$ cat src/include/givens_config.svh
`ifndef GIVENS_CONFIG_SVH
`define GIVENS_CONFIG_SVH

// sample width at the element ports
`define GIVENS_DATA_W 18

// micro-rotations per engine, also the direction word width
`define GIVENS_ITER_NUM 14

// first shift of each later stage group
`define GIVENS_G1_FIRST 4
`define GIVENS_G2_FIRST 9

`define GIVENS_GROUP_NUM 3

// 1/K for 14 iterations, 0.6072 in Q14
`define GIVENS_GAIN 9949
`define GIVENS_GAIN_FRAC 14

`endif

$ cat src/verilog/givens_pkg.sv
`default_nettype none

`include "givens_config.svh"

package givens_pkg;

    typedef logic signed [`GIVENS_DATA_W-1:0] sample_t;
    typedef logic signed [`GIVENS_DATA_W:0] wide_t; // one guard bit

    // bit set = positive-angle step
    typedef logic [`GIVENS_ITER_NUM-1:0] dir_t;
    typedef logic [`GIVENS_GROUP_NUM-1:0] dir_val_t;

    typedef enum logic {
        MODE_VECTOR = 1'b0,
        MODE_ROTATE = 1'b1
    } cordic_mode_e;

    typedef enum logic [1:0] {
        VEC_BOTH     = 2'd0,
        ROT_BOTH     = 2'd1,
        VEC_ROT_SWAP = 2'd2,
        ROT_SWAP     = 2'd3
    } pe_scheme_e;

endpackage

`default_nettype wire

$ cat src/verilog/cordic_iter_group.sv
`timescale 1ns/1ns
`default_nettype none

module cordic_iter_group #(
    parameter int FIRST_SHIFT = 0,
    parameter int ITER_COUNT  = 4
) (
    input  wire givens_pkg::wide_t        x_i,
    input  wire givens_pkg::wide_t        y_i,
    input  wire givens_pkg::cordic_mode_e mode_i,
    input  wire logic [ITER_COUNT-1:0]    dir_i,
    output givens_pkg::wide_t             x_o,
    output givens_pkg::wide_t             y_o,
    output logic [ITER_COUNT-1:0]         dir_o
);

    import givens_pkg::*;

    localparam int MSB = $bits(wide_t) - 1;

    // unrolled shift-and-add chain, no registers inside a group
    always_comb begin
        wide_t x_c;
        wide_t y_c;
        wide_t x_sh;
        wide_t y_sh;
        logic  step;

        x_c   = x_i;
        y_c   = y_i;
        dir_o = '0;

        for (int k = 0; k < ITER_COUNT; k++) begin
            // vectoring pushes y toward zero
            if (mode_i == MODE_VECTOR) begin
                step = x_c[MSB] ^ y_c[MSB];
            end else begin
                step = dir_i[k];
            end

            x_sh = x_c >>> (FIRST_SHIFT + k);
            y_sh = y_c >>> (FIRST_SHIFT + k);

            if (step) begin
                x_c = x_c - y_sh;
                y_c = y_c + x_sh;
            end else begin
                x_c = x_c + y_sh;
                y_c = y_c - x_sh;
            end

            if (mode_i == MODE_VECTOR) begin
                dir_o[k] = step;
            end
        end

        x_o = x_c;
        y_o = y_c;
    end

endmodule

`default_nettype wire

$ cat src/verilog/cordic_engine.sv
`timescale 1ns/1ns
`default_nettype none

`include "givens_config.svh"

module cordic_engine (
    input  wire logic                     clk,
    input  wire logic                     rst_n,
    input  wire logic                     start_i,
    input  wire givens_pkg::cordic_mode_e mode_i,
    input  wire givens_pkg::sample_t      x_i,
    input  wire givens_pkg::sample_t      y_i,
    input  wire givens_pkg::dir_t         dir_i,
    output givens_pkg::sample_t           x_o,
    output givens_pkg::sample_t           y_o,
    output givens_pkg::dir_t              dir_o
);

    import givens_pkg::*;

    localparam int G0_CNT = `GIVENS_G1_FIRST;
    localparam int G1_CNT = `GIVENS_G2_FIRST - `GIVENS_G1_FIRST;
    localparam int G2_CNT = `GIVENS_ITER_NUM - `GIVENS_G2_FIRST;

    localparam int GAIN_W = `GIVENS_GAIN_FRAC + 2;
    localparam int PROD_W = $bits(wide_t) + GAIN_W;
    localparam logic signed [GAIN_W-1:0] GAIN_K = GAIN_W'(`GIVENS_GAIN);

    cordic_mode_e mode_g0;
    cordic_mode_e mode_q0;
    cordic_mode_e mode_q1;

    wide_t x_ext, y_ext;
    wide_t x_g0, y_g0, x_g1, y_g1, x_g2, y_g2;
    wide_t x_q0, y_q0, x_q1, y_q1, x_q2, y_q2;
    sample_t x_q3, y_q3;

    logic [G0_CNT-1:0] dir_g0;
    logic [G1_CNT-1:0] dir_g1;
    logic [G2_CNT-1:0] dir_g2;

    logic signed [PROD_W-1:0] x_prod, y_prod;

    assign mode_g0 = start_i ? mode_i : MODE_ROTATE; // idle slot rotates
    assign x_ext   = {x_i[`GIVENS_DATA_W-1], x_i};
    assign y_ext   = {y_i[`GIVENS_DATA_W-1], y_i};

    cordic_iter_group #(.FIRST_SHIFT(0), .ITER_COUNT(G0_CNT)) u_group0 (
        .x_i    (x_ext),
        .y_i    (y_ext),
        .mode_i (mode_g0),
        .dir_i  (dir_i[G0_CNT-1:0]),
        .x_o    (x_g0),
        .y_o    (y_g0),
        .dir_o  (dir_g0)
    );

    cordic_iter_group #(.FIRST_SHIFT(`GIVENS_G1_FIRST), .ITER_COUNT(G1_CNT)) u_group1 (
        .x_i    (x_q0),
        .y_i    (y_q0),
        .mode_i (mode_q0),
        .dir_i  (dir_i[`GIVENS_G2_FIRST-1:`GIVENS_G1_FIRST]),
        .x_o    (x_g1),
        .y_o    (y_g1),
        .dir_o  (dir_g1)
    );

    cordic_iter_group #(.FIRST_SHIFT(`GIVENS_G2_FIRST), .ITER_COUNT(G2_CNT)) u_group2 (
        .x_i    (x_q1),
        .y_i    (y_q1),
        .mode_i (mode_q1),
        .dir_i  (dir_i[`GIVENS_ITER_NUM-1:`GIVENS_G2_FIRST]),
        .x_o    (x_g2),
        .y_o    (y_g2),
        .dir_o  (dir_g2)
    );

    // each slice leaves in its own group's cycle
    assign dir_o = {dir_g2, dir_g1, dir_g0};

    // gain correction
    assign x_prod = x_q2 * GAIN_K;
    assign y_prod = y_q2 * GAIN_K;

    always_ff @(posedge clk or negedge rst_n) begin
        if (!rst_n) begin
            mode_q0 <= MODE_ROTATE;
            mode_q1 <= MODE_ROTATE;
            x_q0    <= '0;
            y_q0    <= '0;
            x_q1    <= '0;
            y_q1    <= '0;
            x_q2    <= '0;
            y_q2    <= '0;
            x_q3    <= '0;
            y_q3    <= '0;
        end else begin
            mode_q0 <= mode_g0;
            mode_q1 <= mode_q0;
            x_q0    <= x_g0;
            y_q0    <= y_g0;
            x_q1    <= x_g1;
            y_q1    <= y_g1;
            x_q2    <= x_g2;
            y_q2    <= y_g2;
            x_q3    <= x_prod[`GIVENS_GAIN_FRAC +: `GIVENS_DATA_W]; // drop guard bit
            y_q3    <= y_prod[`GIVENS_GAIN_FRAC +: `GIVENS_DATA_W];
        end
    end

    assign x_o = x_q3;
    assign y_o = y_q3;

endmodule

`default_nettype wire

$ cat config.mk
export PLATFORM = sky130hd
export DESIGN_NAME = cordic_engine
export DESIGN_NICKNAME = d
export VERILOG_FILES = /design/src/verilog/givens_pkg.sv /design/src/verilog/cordic_iter_group.sv /design/src/verilog/cordic_engine.sv
export VERILOG_INCLUDE_DIRS = /design/src /design/src/include
export SDC_FILE = /design/constraint.sdc
export NUM_CORES = 2
export LEC_CHECK = 0
export ABC_AREA = 1
export BUFFER_PORTS_ARGS = -buffer_cell sky130_fd_sc_hd__buf_2
export CAP_MARGIN = 20
export CELL_PAD_IN_SITES_DETAIL_PLACEMENT = 1
export CELL_PAD_IN_SITES_GLOBAL_PLACEMENT = 1
export CORE_UTILIZATION = 49
export DETAILED_ROUTE_END_ITERATION = 8
export PLACE_DENSITY = 0.89
export SLEW_MARGIN = 30
export SYNTH_ARGS = -nofsm -noshare
export SYNTH_HDL_FRONTEND = slang
export SYNTH_SLANG_ARGS = --single-unit
export TNS_END_PERCENT = 100
$ cat constraint.sdc
create_clock -name clk -period 24.1 [get_ports clk]
set_input_delay 4.82 -clock clk [delete_from_list [all_inputs] [get_ports clk]]
set_output_delay 4.82 -clock clk [all_outputs]
set_load 0.03 [all_outputs]
Word level (Yosys, flattened, before mapping)
Index checks and enable logic that the tools add are counted.

Multiply operators: 2. Equal/unequal tests: 0. Shift operators: 0. Reductions and logical operators: 0. Magnitude comparators: 0. Bitwise operators: 14. Muxes and demuxes: 57. Add/sub/neg operators: 55. Div/mod/pow operators: 0.

Operators by type and width (number): $mux 19 (28); $mul 19x15->32 const B (2); $add 19x10->19 (2); $add 19x11->19 (2); $add 19x12->19 (2); $add 19x13->19 (2); $add 19x14->19 (2); $add 19x15->19 (2); $add 19x16->19 (2); $add 19x17->19 (2); $add 19x18->19 (2); $add 19x6->19 (2); $add 19x7->19 (2); $add 19x8->19 (2); $add 19x9->19 (2); $sub 18x18->19 (2); $sub 19x10->19 (2); $sub 19x11->19 (2); $sub 19x12->19 (2); $sub 19x13->19 (2); $sub 19x14->19 (2); $sub 19x15->19 (2); $sub 19x16->19 (2); $sub 19x17->19 (2); other kinds (8) (54).

Bits in registers: 152. Memories: 0. Bits in latches: 0. Input port bits: 54. Bits in read-only memories: 0. Output and inout port bits: 50. Bits in writable memories: 0.

Depth between registers and ports, before layout
Depth in word-level cells: 15. Gate-level depth with buffers: 123. Mapped depth without buffers: 118.

Cells and area by module
A second synthesis with hierarchy kept.

Cell total of the unflattened synthesis: 7681. Area, all modules: 50810.0 um^2.

By module, submodules not included: cordic_engine (cells an instance 1686, area each 16069.2 um^2, seq. area each 3806.2 um^2, instances 1); cordic_iter_group at u_group1 (cells an instance 2033, area each 11840.1 um^2, seq. area each 0.0 um^2, instances 1); cordic_iter_group at u_group0 (cells an instance 2004, area each 11461.0 um^2, seq. area each 0.0 um^2, instances 1); cordic_iter_group at u_group2 (cells an instance 1958, area each 11439.7 um^2, seq. area each 0.0 um^2, instances 1).

Least setup slack after synthesis
Ideal clock, no wire load.

Path kind: input to output. Start point: input port dir_i[9]. End point: output port dir_o[13]. Buffers on the path: 3. Path slack: 3.442 ns. Required time: 19.280 ns. Arrival: 15.838 ns. Cell stages on the path: 85. Cell sequence: nand2_1 nand2_4 inv_2 clkbuf_1 o21ai_0 xor2_1 ha_1 nand2_1 nor2_1 nand3_1 nand3b_1 nand2_1 nand2_1 xor2_1 inv_1 ha_1 nand3_1 nor2_1 [49 not listed] o211ai_1 a31oi_1 o21ai_0 a21oi_1 o21bai_1 a21oi_1 o21bai_1 nand2_1 nand2_1 a21oi_1 xnor2_1 inv_1 nand3_1 nand2_4 inv_2 nand2_2 nand3_4 inv_1.

Word-level cells in the longest chain between the ends: 14. Elaborated cells between the ends (all ways): 30. Those cells by class: add/sub: 12; mux: 14; bitwise: 4.

Ends and longest elaborated chain: from (decl) (RTL line cordic_engine.sv:13) `input wire givens_pkg::dir_t dir_i,`; $mux 1 (*) (RTL line cordic_iter_group.sv:35) `if (mode_i == MODE_VECTOR) begin`; branches (longest 10 deep; another with $add 19x9->19); $xor 1x1->1 (*) (RTL line cordic_iter_group.sv:36) `step = x_c[MSB] ^ y_c[MSB];`; $mux 1 (*) (RTL line cordic_iter_group.sv:35); $mux 1 (*) (RTL line cordic_iter_group.sv:52) `if (mode_i == MODE_VECTOR) begin`; to (decl) (RTL line cordic_engine.sv:16) `output givens_pkg::dir_t dir_o`.

Every way passes the cells marked *.

Worst setup path after layout
Same ends and word-level chain as after synthesis.

==> run metrics <==
area of the multi-input gates 38000 µm²; detailed-route wire length 162 mm; layout cells sized above 1 4.70%; Slew Limit Fails 0; clock skew approximately 0.013 ns; Max-cap violations 0; Tmin final about 23 ns; crit path to dir_o[13]; TritonCTS Sinks around 150; most common cell in the netlist inv_1; grt ovf 0; most frequent CP cell nand2_1; clk_lat worst skew 0.53 ns; setup violators final 0; global-route wire length before repair 258 mm; Post-synth ARST share 100%; die height roughly 310 µm; Max Clk Rate between 0.04 and 0.05 GHz; crit path from dir_i[9]; htree depth 4; CP Launch Type input port; Rows between 100 and 150; Yosys reg bits between 150 and 200; initial antenna violation count 1; die area about 99000 µm²; DP HPWL around 140 mm; synth cell count leaders 1465 x inv_1, 1236 x nand2_1, 793 x ha_1, 573 x a21oi_1, 555 x xor2_1; required time worst endpoint between 15 and 20 ns; Vias 45.9k; worst min path class reg -> reg; Yosys cell types between 60 and 70; via-per-instance ratio roughly 5.6; IO Pins roughly 100; final worst slack approximately 1.2 ns; RR Endpoint y_q1[18]$_DFF_PN0_; largest net degree at the start of global routing 87; Syn Area/Cell roughly 6.9 µm²; Fin Setup TNS 0 ns; buffer levels on the longest clock path 2; Worst Path Max Fanout 21; r2r startpoint mode_q0$_DFF_PN1_; number of synthesized flops with an enable pin 0; CTS root buf clkbuf_16; largest area contributor in the netlist ha_1; All-Layer GR Usage around 33%; syn_nets 8029; Critical Path Max Stage Delay slightly below 0.5 ns; gp weighted congestion between 0.9 and 1; filler instances roughly 13k; Final period util around 95%; Synth Cell Area between 40000 and 50000 µm²; crit path kind in -> out; Post-CTS Hold Fix Bufs 0; vias in the first global route ~50k; Placed Area approximately 50000 µm²; Rel. slew slack between 30% and 40%; die width ~310 µm; minimum hold slack 0.571 ns; Setup WS pre-CTS between 0.5 and 0.6 ns; Routed Antenna Nets 0; drt first pass iters 5; Initial Util between 40% and 50%; Slew @ Worst Pin around 0.9 ns; Final Hold Viols 0; core region area about 97000 µm²; FF-to-FF path depth 104; Yosys Warn Count 0; Synth Flop Type dfrtp_1; Reg clk slew, reported paths approximately 0.060 ns; DR iter-0 viols between 2k and 2.5k; CTS tree yes; Storage cell area roughly 3800 µm²; setup slack, reg-to-reg between 5 and 6 ns; Post-Synthesis Cells between 6k and 7k; critical path's slowest cell fa_1; synth-to-layout area growth 5.27%; Worst setup EP type output port; post-DR wirelength/cell around 20 µm; critical path arrival 18.11 ns; # nets final 8101; Num CTS Buffers 17; Synth area leaders ha_1 21%, fa_1 12%, inv_1 12%; post-synthesis sequential area ratio under 10%; PortBufs approximately 100; # DRC 0; Final Cell Area between 50000 and 60000 µm²; status completed; top cell type's share of synthesized area 20.8%
-- worst min path at each step --
stage | from | endpoint | cells after the start
6_report | mode_q0$_DFF_PN1_ | mode_q1$_DFF_PN1_ | 0
5_1_grt | mode_q0$_DFF_PN1_ | mode_q1$_DFF_PN1_ | 0
3_5_place_dp | mode_q0$_DFF_PN1_ | mode_q1$_DFF_PN1_ | 0
2_1_floorplan | mode_q0$_DFF_PN1_ | mode_q1$_DFF_PN1_ | 0
3_3_place_gp | mode_q0$_DFF_PN1_ | mode_q1$_DFF_PN1_ | 0
4_1_cts | mode_q0$_DFF_PN1_ | mode_q1$_DFF_PN1_ | 0
-- state kept, by name (all words and copies together) (netlist names) --
signal / flops
y_q0: 19
x_q1: 19
x_q2: 19
y_o: 18
x_q0: 19
mode_q0: 1
mode_q1: 1
y_q1: 19
x_o: 18
y_q2: 19
-- critical path, delay by kind of cell --
kind	cells	cell delay, ns
and+or+nand+nor	40	4.93
AOI/OAI and AO/OA	25	3.90
adders and majority gates	6	2.04
buffers and inverters	12	1.57
xor gates and xnor gates	5	0.78
-- what timing repair did --
item / CTS / global route
resized for setup: 0 / 35
endpoints found under the setup margin: 0 / 2
setup buffers: 0 / 8
-- layer usage --
metal	wire length, µm	vias up	track usage, %
met1	67500	22502	38.1
met3	5740	370	3.60
met2	82400	1020	60.0
met4	6590	2	13.5
met5	14	-	0
li1	-	22045	-
-- logic make-up after synthesis --
kind of cell	after synthesis	share of synthesized area [%]
AOI/OAI and AO/OA	1149	13.4
xor gates and xnor gates	701	12.9
adders and majority gates	1075	32.6
buffers and inverters	1565	12.6
DFF	152	7.97
and+or+nand+nor	2258	20.6
-- cell type report --
cell class	instances	share of cell area, %
flip-flops and latches	152	7.57
well taps	1276	3.17
multi-input cells	5183	75.6
diodes	1	0.00498
inverters	1500	11.3
repair buffers	118	1.31
clock buffers	21	0.915
clock inverters	10	0.147
-- metrics by stage --
stage	util [%]	std cells
finish	52.0	8261
detailed placement	51.2	8220
global route	52.0	8260
floorplan	-	6900
global placement	51.2	8220
CTS	51.8	8251
-- cell usage in the layout (no fill, tap or decap), drive strengths merged, types with 5 or more instances in the layout --
cell,n
nor2,410
a21oi,577
ha,793
nand3b,29
o21a,13
and2,10
clkinv,6
o41ai,5
o211ai,16
o21bai,78
nand4,36
clkbuf,21
o31ai,18
buf,118
nand2,1311
xor2,555
dfrtp,150
fa,282
nor3,98
nor4,13
o21ai,323
inv,1494
or2,23
a21boi,18
nand3,320
a211oi,11
a31oi,40
clkinvlp,10
a21o,29
xnor2,146
Power is not shown: default switching activity piles up to over one toggle a cycle in this logic, so the estimate is an artifact.
