## config.mk

```make
export PLATFORM = sky130hd
export DESIGN_NAME = givens_scheme_ctrl
export DESIGN_NICKNAME = d
export VERILOG_FILES = /design/src/verilog/givens_pkg.sv /design/src/verilog/givens_scheme_ctrl.sv
export VERILOG_INCLUDE_DIRS = /design/src /design/src/include
export SDC_FILE = /design/constraint.sdc
export NUM_CORES = 1
export LEC_CHECK = 0
export BUFFER_PORTS_ARGS = -buffer_cell sky130_fd_sc_hd__buf_4
export CAP_MARGIN = 25
export CORE_AREA = 2 2 39 41
export DETAILED_ROUTE_END_ITERATION = 10
export DIE_AREA = 0 0 41 43
export GPL_TIMING_DRIVEN = 0
export SLEW_MARGIN = 20
export SYNTH_ARGS = -nofsm -noshare
export SYNTH_HDL_FRONTEND = slang
export SYNTH_SLANG_ARGS = --single-unit
```

## constraint.sdc

```tcl
create_clock -name clk -period 2.02 [get_ports clk]
set_input_delay 0.202 -clock clk [delete_from_list [all_inputs] [get_ports clk]]
set_output_delay 0.202 -clock clk [all_outputs]
set_load 0.01 [all_outputs]
```

## src/include/givens_config.svh

```systemverilog
`ifndef GIVENS_CONFIG_SVH
`define GIVENS_CONFIG_SVH

// sample width at the element ports
`define GIVENS_DATA_W 18

// micro-rotations per engine, also the direction word width
`define GIVENS_ITER_NUM 14

// first shift of each later stage group
`define GIVENS_G1_FIRST 4
`define GIVENS_G2_FIRST 9

`define GIVENS_GROUP_NUM 3

// 1/K for 14 iterations, 0.6072 in Q14
`define GIVENS_GAIN 9949
`define GIVENS_GAIN_FRAC 14

`endif

```

## src/verilog/givens_pkg.sv

```systemverilog
`default_nettype none

`include "givens_config.svh"

package givens_pkg;

    typedef logic signed [`GIVENS_DATA_W-1:0] sample_t;
    typedef logic signed [`GIVENS_DATA_W:0] wide_t; // one guard bit

    // bit set = positive-angle step
    typedef logic [`GIVENS_ITER_NUM-1:0] dir_t;
    typedef logic [`GIVENS_GROUP_NUM-1:0] dir_val_t;

    typedef enum logic {
        MODE_VECTOR = 1'b0,
        MODE_ROTATE = 1'b1
    } cordic_mode_e;

    typedef enum logic [1:0] {
        VEC_BOTH     = 2'd0,
        ROT_BOTH     = 2'd1,
        VEC_ROT_SWAP = 2'd2,
        ROT_SWAP     = 2'd3
    } pe_scheme_e;

endpackage

`default_nettype wire

```

## src/verilog/givens_scheme_ctrl.sv

```systemverilog
`timescale 1ns/1ns
`default_nettype none

`include "givens_config.svh"

module givens_scheme_ctrl (
    input  wire logic                     clk,
    input  wire logic                     rst_n,
    input  wire logic [1:0]               valid_i,
    input  wire givens_pkg::pe_scheme_e   scheme_i,
    output givens_pkg::cordic_mode_e      mode0_o,
    output givens_pkg::cordic_mode_e      mode1_o,
    output logic [`GIVENS_GROUP_NUM:0]    swap_o,
    output givens_pkg::dir_val_t          dir_val0_o,
    output givens_pkg::dir_val_t          dir_val1_o
);

    import givens_pkg::*;

    localparam int STAGES = `GIVENS_GROUP_NUM + 1; // groups plus gain stage

    logic              swap_c;
    logic [STAGES-2:0] swap_q;
    logic              vec0_c, vec1_c;
    logic [`GIVENS_GROUP_NUM-2:0] vec0_q, vec1_q;

    always_comb begin
        case (scheme_i)
            VEC_BOTH: begin
                swap_c  = 1'b0;
                mode0_o = MODE_VECTOR;
                mode1_o = MODE_VECTOR;
            end
            ROT_BOTH: begin
                swap_c  = 1'b0;
                mode0_o = MODE_ROTATE;
                mode1_o = MODE_ROTATE;
            end
            VEC_ROT_SWAP: begin
                swap_c  = 1'b1;
                mode0_o = MODE_VECTOR;
                mode1_o = MODE_ROTATE;
            end
            default: begin
                swap_c  = 1'b1;
                mode0_o = MODE_ROTATE;
                mode1_o = MODE_ROTATE;
            end
        endcase
    end

    // only a started vectoring sample produces directions
    assign vec0_c = valid_i[0] & (mode0_o == MODE_VECTOR);
    assign vec1_c = valid_i[1] & (mode1_o == MODE_VECTOR);

    always_ff @(posedge clk or negedge rst_n) begin
        if (!rst_n) begin
            swap_q <= '0;
            vec0_q <= '0;
            vec1_q <= '0;
        end else begin
            swap_q <= {swap_q[STAGES-3:0], swap_c};
            vec0_q <= {vec0_q[`GIVENS_GROUP_NUM-3:0], vec0_c};
            vec1_q <= {vec1_q[`GIVENS_GROUP_NUM-3:0], vec1_c};
        end
    end

    assign swap_o     = {swap_q, swap_c};
    assign dir_val0_o = {vec0_q, vec0_c};

    // swapped slices report engine 0
    assign dir_val1_o = ({vec1_q, vec1_c} & ~swap_o[`GIVENS_GROUP_NUM-1:0])
                      | ({vec0_q, vec0_c} &  swap_o[`GIVENS_GROUP_NUM-1:0]);

endmodule

`default_nettype wire

```

Yosys cells after proc, flatten, opt, wreduce, memory -nomap -nowiden:

Index checks and enable logic that the tools add are counted.

* eq/ne operators: 2
* multiplexer cells: 3
* bitwise gates (word level): 6
* reductions and logical operators: 3

Operator list (number)
* $and 3x3->3: 2
* $reduce_or 2->1: 2
* $mux 1: 3
* $not 3->3: 1
* $or 3x3->3: 1
* $and 1x1->1: 2
* $eq 2x1->1 const B: 1
* $eq 2x2->1 const B: 1
* $logic_not 2->1: 1

* register bits: 7
* input port bits: 6
* output and inout port bits: 12

Depth between registers and ports, before layout:

Gate-level depths: netlist of run 1.

* depth in word-level cells: 6
* gate-level depth with buffers: 2

Worst setup path before layout of run 1:

No wires, ideal clock.

* path kind: register to output
* start: reg swap_q[0]
* end: out dir_val1_o[1]
* arrival time: 0.759 ns
* required time: 1.818 ns
* setup slack: 1.059 ns
* stages on the path, launching flop included: 2
* cells stage by stage: dfrtp_1 > mux2_2

* word-level cells in the longest chain between the ends: 3
* elaborated cells between the ends (all ways): 4

Ends and longest elaborated chain
* start: declaration: RTL line givens_scheme_ctrl.sv:23 `logic [STAGES-2:0] swap_q;`
* start signal: assignment: RTL line givens_scheme_ctrl.sv:62 `swap_q <= {swap_q[STAGES-3:0], swap_c};`
* $not 3->3: RTL line givens_scheme_ctrl.sv:72 `` assign dir_val1_o = ({vec1_q, vec1_c} & ~swap_o[`GIVENS_GROUP_NUM-1:0]) ``
* $and 3x3->3: RTL line givens_scheme_ctrl.sv:72
* $or 3x3->3 *: RTL line givens_scheme_ctrl.sv:72
* end: declaration: RTL line givens_scheme_ctrl.sv:15 `output givens_pkg::dir_val_t dir_val1_o`

Mark *: on every way between the ends. The rest lies on a longest branch, timed or not.

Worst setup path in the final report of run 1:

* start: reg swap_q[1]
* end: out dir_val1_o[2]

The elaborated chain is that of the path after synthesis.

==> results of run 1 <==
==> power breakdown <==
group          total, µW  internal [µW]  switching, µW
logic               53.2           32.1           21.0
registers            151            147           3.69
clock network        124           75.2           48.4
==> through the flow <==
| step | hold slack, ns | instance area, µm² |
|---|---|---|
| 4_1_cts | 0.184 | 445 |
| 6_report | 0.194 | 445 |
| 5_1_grt | 0.195 | 445 |
| 3_5_place_dp | 0.0187 | 409 |
| 2_1_floorplan | -0.0936 | 262 |
| 3_3_place_gp | 0.0166 | 409 |
==> logic make-up (layout without fill, tap and decap cells) <==
kind of cell  Yosys count  in the layout  synth area share, %
buf+inv                 5             27                 10.0
flops                   7              7                 67.0
mux                     3              3                 12.4
simple gates            4              4                 10.5
==> routing by layer <==
| metal | wire, µm | part of all wire (%) | up-vias | global-route usage, % |
|---|---|---|---|---|
| li1 | - | - | 100 | - |
| met2 | 239 | 48 | 17 | 10.6 |
| met4 | 0 | 0 | 0 | 6.00 |
| met3 | 78 | 16 | 0 | 3.14 |
| met1 | 181 | 36 | 90 | 5.28 |
| met5 | 0 | 0 | - | 0 |
==> cell usage after synthesis <==
cell,number
or2_4,1
nor2_1,1
dfrtp_1,7
buf_4,2
mux2i_1,1
nor2_2,1
mux2_2,2
and2b_2,1
clkbuf_1,2
inv_1,1
==> critical path: cells and delay by family, from the launching register on <==
family	cells	cell delay, ns
buf+inv	1	0.14
mux	1	0.35
flops	1	0.37
==> registers in the layout, summed over array words and instances, names as in the netlist <==
signal	cells
vec0_q	2
swap_q	3
vec1_q	2
==> final timing paths <==
path / slack (ns) / to / startpoint
min: 0.19 / vec1_q[0]$_DFF_PN0_ / valid_i[1]
max reg2reg: 1.49 / swap_q[2]$_DFF_PN0_ / swap_q[1]$_DFF_PN0_
min reg2reg: 0.37 / vec1_q[1]$_DFF_PN0_ / vec1_q[0]$_DFF_PN0_
min in group asynchronous: 0.30 / swap_q[1]$_DFF_PN0_ / rst_n
max in group asynchronous: 1.60 / swap_q[2]$_DFF_PN0_ / rst_n
max: 0.71 / dir_val1_o[2] / swap_q[1]$_DFF_PN0_
==> layout make-up <==
cell class	count	area (µm²)	share of cell area (%)
buffer	4	22.5	5.06
clock buffer	4	26.3	5.90
inverter	1	3.75	0.843
multi-input combinational	7	60.1	13.5
sequential	7	175	39.3
tap	16	20.0	4.49
timing repair buffer	18	138	30.9
==> flow_metrics.py, run 1 <==
metrics = {
    "status": {
        "status": "finished, final reports clean",
    },
    "flow_run": {
        "maxCapViolCount": 0,
    },
    "placement": {
        "port_buffers": 17,
        "place_congestion": 0.566,
        "preCtsSetupSlack_ns": 0.961,
        "dp.cells": 52,
    },
    "setup_path": {
        "max_stage_delay_ns": 0.37,
        "worstSetupStartpointType": "flip-flop",
        "arrival_ns": 1.11,
        "critPathRequiredTime_ns": 1.82,
        "reg2reg_depth": 0,
        "path_cells": "mux2_2, buf_4",
        "cp-end-kind": "primary output",
        "slowest_stage": "dfrtp_1",
        "worstSetupPathType": "reg -> out",
        "cp_max_fo": 3,
    },
    "power_and_ir_drop": {
        "peakVddDrop_v": 0.000217,
        "p_leak_uw": 0.000236,
        "p_per_area_nw_per_um2": 735,
        "power_uw": 328,
    },
    "clock_network": {
        "cts_resized": 0,
        "cts_tree": "done",
        "cts_buffers": 3,
        "cts.sink_count": 7,
        "clkSlewWorstSetupHoldPaths_ns": 0.05,
        "cts_buffer_depth": 2,
        "cts_root_buf": "clkbuf_4",
        "postCtsHoldBufs": 1,
        "post_cts_buffers": 0,
        "htree_levels": 1,
        "clkLatencyLatePin_ns": 0.24,
    },
    "global_route": {
        "grt_pass1_vias": 204,
        "grt_max_degree": 8,
        "antenna_found_initial": 0,
        "grt_overflow": 0,
        "grt_use_total_pct": 6.58,
        "grt_pass1_wl_um": 724,
    },
    "cells_and_area": {
        "area_delta_synth_final_pct": 70.3,
        "layout-drive-gt1-share_pct": 65.9,
        "final_cell_mix": "19 x buf_4, 7 x dfrtp_1, 3 x clkbuf_1, 3 x clkbuf_4, 2 x mux2_2",
        "final_common_cell": "buf_4",
        "nets": 48,
        "nFillCells": 147,
        "antenna_cells": 0,
        "fin_util_pct": 32.2,
        "finalNonFillerCells": 57,
    },
    "die": {
        "die_w_um": 41,
        "initial_core_util_pct": 18.9,
        "die_area_um2": 1760,
        "die_h_um": 43,
        "ioPinCount": 18,
        "core_area_um2": 1380,
        "rows": 14,
    },
    "detailed_routing": {
        "viasPerCell": 3.63,
        "drtPass1Iterations": 1,
        "ant_nets": 0,
        "wl_per_cell_um": 8.77,
        "num_vias": 207,
        "drt_iter0_drc": 0,
        "drc": 0,
        "postRouteWirelength_um": 500,
    },
    "logic_synthesis": {
        "postSynthCellCount": 19,
        "ys_types": 10,
        "yosysTopAreaCell": "dfrtp_1",
        "synth.avg_cell_area_um2": 13.8,
        "ys_ff_latch": 7,
        "syn-cell-area_um2": 262,
        "synth_area_leaders": "dfrtp_1 67%, mux2_2 8.6%, buf_4 5.7%",
        "synth_fp_nets": 25,
        "synth_top_cell_area_share_pct": 67.0,
        "yosysWarnings": 0,
        "ys_seq_area_share_pct": 67.0,
    },
    "timing": {
        "fin_crit_ns": 1.31,
        "hold_viol_final": 0,
        "rsz0062_at_grt": "no",
        "worstMarginPinSlew_ns": 0.113,
        "finalClockSkew_ns": 0.00195,
        "slew_viol_final": 0,
        "finalSetupViolCount": 0,
        "maxSlewHeadroom_pct": 92.2,
        "worst_slack_ns": 0.710,
        "setup_tns_ns": 0,
        "finalCritPeriodShare_pct": 64.8,
        "fmax_ghz": 0.764,
    },
    "hold_path": {
        "hp-class": "in -> reg",
        "hold_depth": 3,
    },
}
No activity file was read; power rests on OpenSTA's default activity.
==> run 2: changes to the inputs <==
--- a/config.mk
+++ b/config.mk
@@ -6,6 +6,7 @@
 export SDC_FILE = /design/constraint.sdc
 export NUM_CORES = 1
 export LEC_CHECK = 0
+export ABC_AREA = 1
 export BUFFER_PORTS_ARGS = -buffer_cell sky130_fd_sc_hd__buf_4
 export CAP_MARGIN = 25
 export CORE_AREA = 2 2 39 41
==> constraint.sdc (replaced) <==
create_clock -name clk -period 1.3 [get_ports clk]
set_input_delay 0.13 -clock clk [delete_from_list [all_inputs] [get_ports clk]]
set_output_delay 0.13 -clock clk [all_outputs]
set_load 0.01 [all_outputs]
==> flow_metrics.py, run 2 <==
metrics = {
    "clock_network": {
        "cts.sink_count": 7,
        "cts_root_buf": "clkbuf_4",
        "cts_buffers": 3,
        "postCtsHoldBufs": 1,
        "clkLatencyLatePin_ns": 0.25,
        "clkSlewWorstSetupHoldPaths_ns": 0.05,
        "post_cts_buffers": 0,
        "cts_tree": "done",
        "cts_buffer_depth": 2,
        "cts_resized": 0,
        "htree_levels": 1,
    },
    "die": {
        "initial_core_util_pct": 18.8,
        "rows": 14,
        "die_w_um": 41,
        "core_area_um2": 1380,
        "die_h_um": 43,
        "ioPinCount": 18,
        "die_area_um2": 1760,
    },
    "logic_synthesis": {
        "synth_top_cell_area_share_pct": 67.3,
        "synth.avg_cell_area_um2": 10.0,
        "synthTopCellsByCount": "7 x dfrtp_1, 6 x inv_1, 4 x nand2_1",
        "syn-cell-area_um2": 260,
        "yosysTopAreaCell": "dfrtp_1",
        "synth_fp_nets": 32,
        "synthArstFlopShare_pct": 100,
        "yosysMostFrequentCell": "dfrtp_1",
        "ys_seq_area_share_pct": 67.3,
        "ys_ff_latch": 7,
        "ys_types": 9,
        "synth_flop_cell": "dfrtp_1",
        "synth-edff-count": 0,
        "synth_area_leaders": "dfrtp_1 67%, inv_1 8.7%, buf_4 5.8%",
        "yosysWarnings": 0,
        "postSynthCellCount": 26,
    },
    "timing": {
        "setup_tns_ns": 0,
        "fmax_ghz": 0.888,
        "finalClockSkew_ns": 0.00202,
        "rsz0062_at_grt": "no",
        "maxSlewHeadroom_pct": 88.1,
        "finalCritPeriodShare_pct": 86.6,
        "worstMarginPinSlew_ns": 0.177,
        "fin_crit_ns": 1.13,
        "slew_viol_final": 0,
        "hold_viol_final": 0,
        "finalSetupViolCount": 0,
    },
    "cells_and_area": {
        "top_register": "swap_q",
        "antenna_cells": 0,
        "final_cell_mix": "19 x buf_4, 7 x dfrtp_1, 6 x inv_1",
        "area_delta_synth_final_pct": 70.7,
        "largest_reg_flops": 3,
        "final_common_cell": "buf_4",
        "layout-drive-gt1-share_pct": 47.9,
        "reg_top3": "swap_q: 3 flops, vec0_q: 2 flops, vec1_q: 2 flops",
        "final_area_um2": 444,
        "nFillCells": 149,
        "finalNonFillerCells": 64,
        "nets": 55,
    },
    "placement": {
        "hpwl_um": 375,
        "port_buffers": 17,
        "place_congestion": 0.642,
        "dpl_cell_area_um2": 408,
        "dp.cells": 59,
    },
    "setup_path": {
        "reg2reg_setup_slack_ns": 0.78,
        "critPathRequiredTime_ns": 1.17,
        "cp-end-kind": "primary output",
        "worstSetupPathType": "reg -> out",
        "cp_max_fo": 4,
        "arrival_ns": 1.00,
        "worstSetupStartpointType": "flip-flop",
    },
    "detailed_routing": {
        "drtPass1Iterations": 2,
        "viasPerCell": 3.59,
        "wl_per_cell_um": 7.50,
        "num_vias": 230,
        "drc": 0,
        "postRouteWirelength_um": 480,
        "drt_iter0_drc": 1,
        "ant_nets": 0,
    },
    "power_and_ir_drop": {
        "p_leak_uw": 0.000246,
        "pwr-share-seq_pct": 46.2,
        "power_frac_comb_pct": 15.4,
        "intPower_uw": 390,
        "p_per_area_nw_per_um2": 1140,
        "swShare_pct": 23.1,
        "peakVddDrop_v": 0.000406,
        "power_frac_clock_pct": 38.4,
        "p_switching_uw": 117,
    },
    "global_route": {
        "antenna_found_initial": 0,
        "grt_pass1_wl_um": 855,
        "grt_use_total_pct": 7.68,
        "grt_overflow": 0,
        "grt_pass1_vias": 221,
        "grt_max_degree": 8,
    },
    "hold_path": {
        "hp-class": "in -> reg",
    },
    "flow_run": {
        "maxCapViolCount": 0,
    },
    "status": {
        "status": "finished, final reports clean",
    },
}
run 2: final cells by class:
cell class,instances,area (µm²),share of cell area (%)
Buffer,4,22.5,5.07
Timing Repair Buffer,18,138,31.0
Clock buffer,4,26.3,5.92
Multi-Input combinational cell,9,40.0,9.01
Inverter,6,22.5,5.07
Tap cell,16,20.0,4.51
Sequential cell,7,175,39.4
run 2: final timing paths:
check / startpoint / end / depth (start not counted)
min in group asynchronous: rst_n / vec0_q[1]$_DFF_PN0_ / 2
max in group asynchronous: rst_n / swap_q[2]$_DFF_PN0_ / 2
hold / removal: scheme_i[0] / vec0_q[0]$_DFF_PN0_ / 2
hold reg to reg: vec1_q[0]$_DFF_PN0_ / vec1_q[1]$_DFF_PN0_ / 0
setup reg to reg: swap_q[1]$_DFF_PN0_ / swap_q[2]$_DFF_PN0_ / 0
setup / recovery: swap_q[0]$_DFF_PN0_ / dir_val1_o[1] / 2
run 2: power by group through the flow:
stage                     clock, µW  combinational (µW)  sequential, µW
final                           195                78.3             234
after global routing            221                87.5             236
after CTS                       204                79.8             235
after detailed placement          0                76.6             238
after global placement            0                76.5             238
after floorplan                   0                22.9             242
run 2: worst max-delay path: stages, from the launching register on:
cell and delay (ns):
dfrtp_1 0.40, o21ai_0 0.20, buf_4 0.16
run 2: metal layers:
layer,track usage (%),share of wire (%),vias up,wire [µm]
met5,0,0,-,0
met1,8.20,38,97,181
met3,5.76,19,0,90
li1,-,-,117,-
met4,6.00,0,0,0
met2,9.69,43,16,208
run 2: cell families after synthesis:
kind of cell           Yosys count  synth area share, %
buffers and inverters           10                 17.3
flip-flops                       7                 67.3
AND/OR/NAND/NOR                  7                 11.5
AO/OA/AOI/OAI                    2                 3.85
run 2: per-stage QoR:
stage / setup WS, ns / hold WS, ns / total power, µW / util (%)
after floorplan: 0.450 / -0.166 / 265 / -
after global placement: 0.470 / -0.0559 / 315 / 29.5
after detailed placement: 0.468 / -0.0531 / 315 / 29.5
after CTS: 0.158 / 0.0685 / 518 / 32.1
after global routing: 0.0806 / 0.0762 / 545 / 32.1
final: 0.174 / 0.0792 / 507 / 32.1
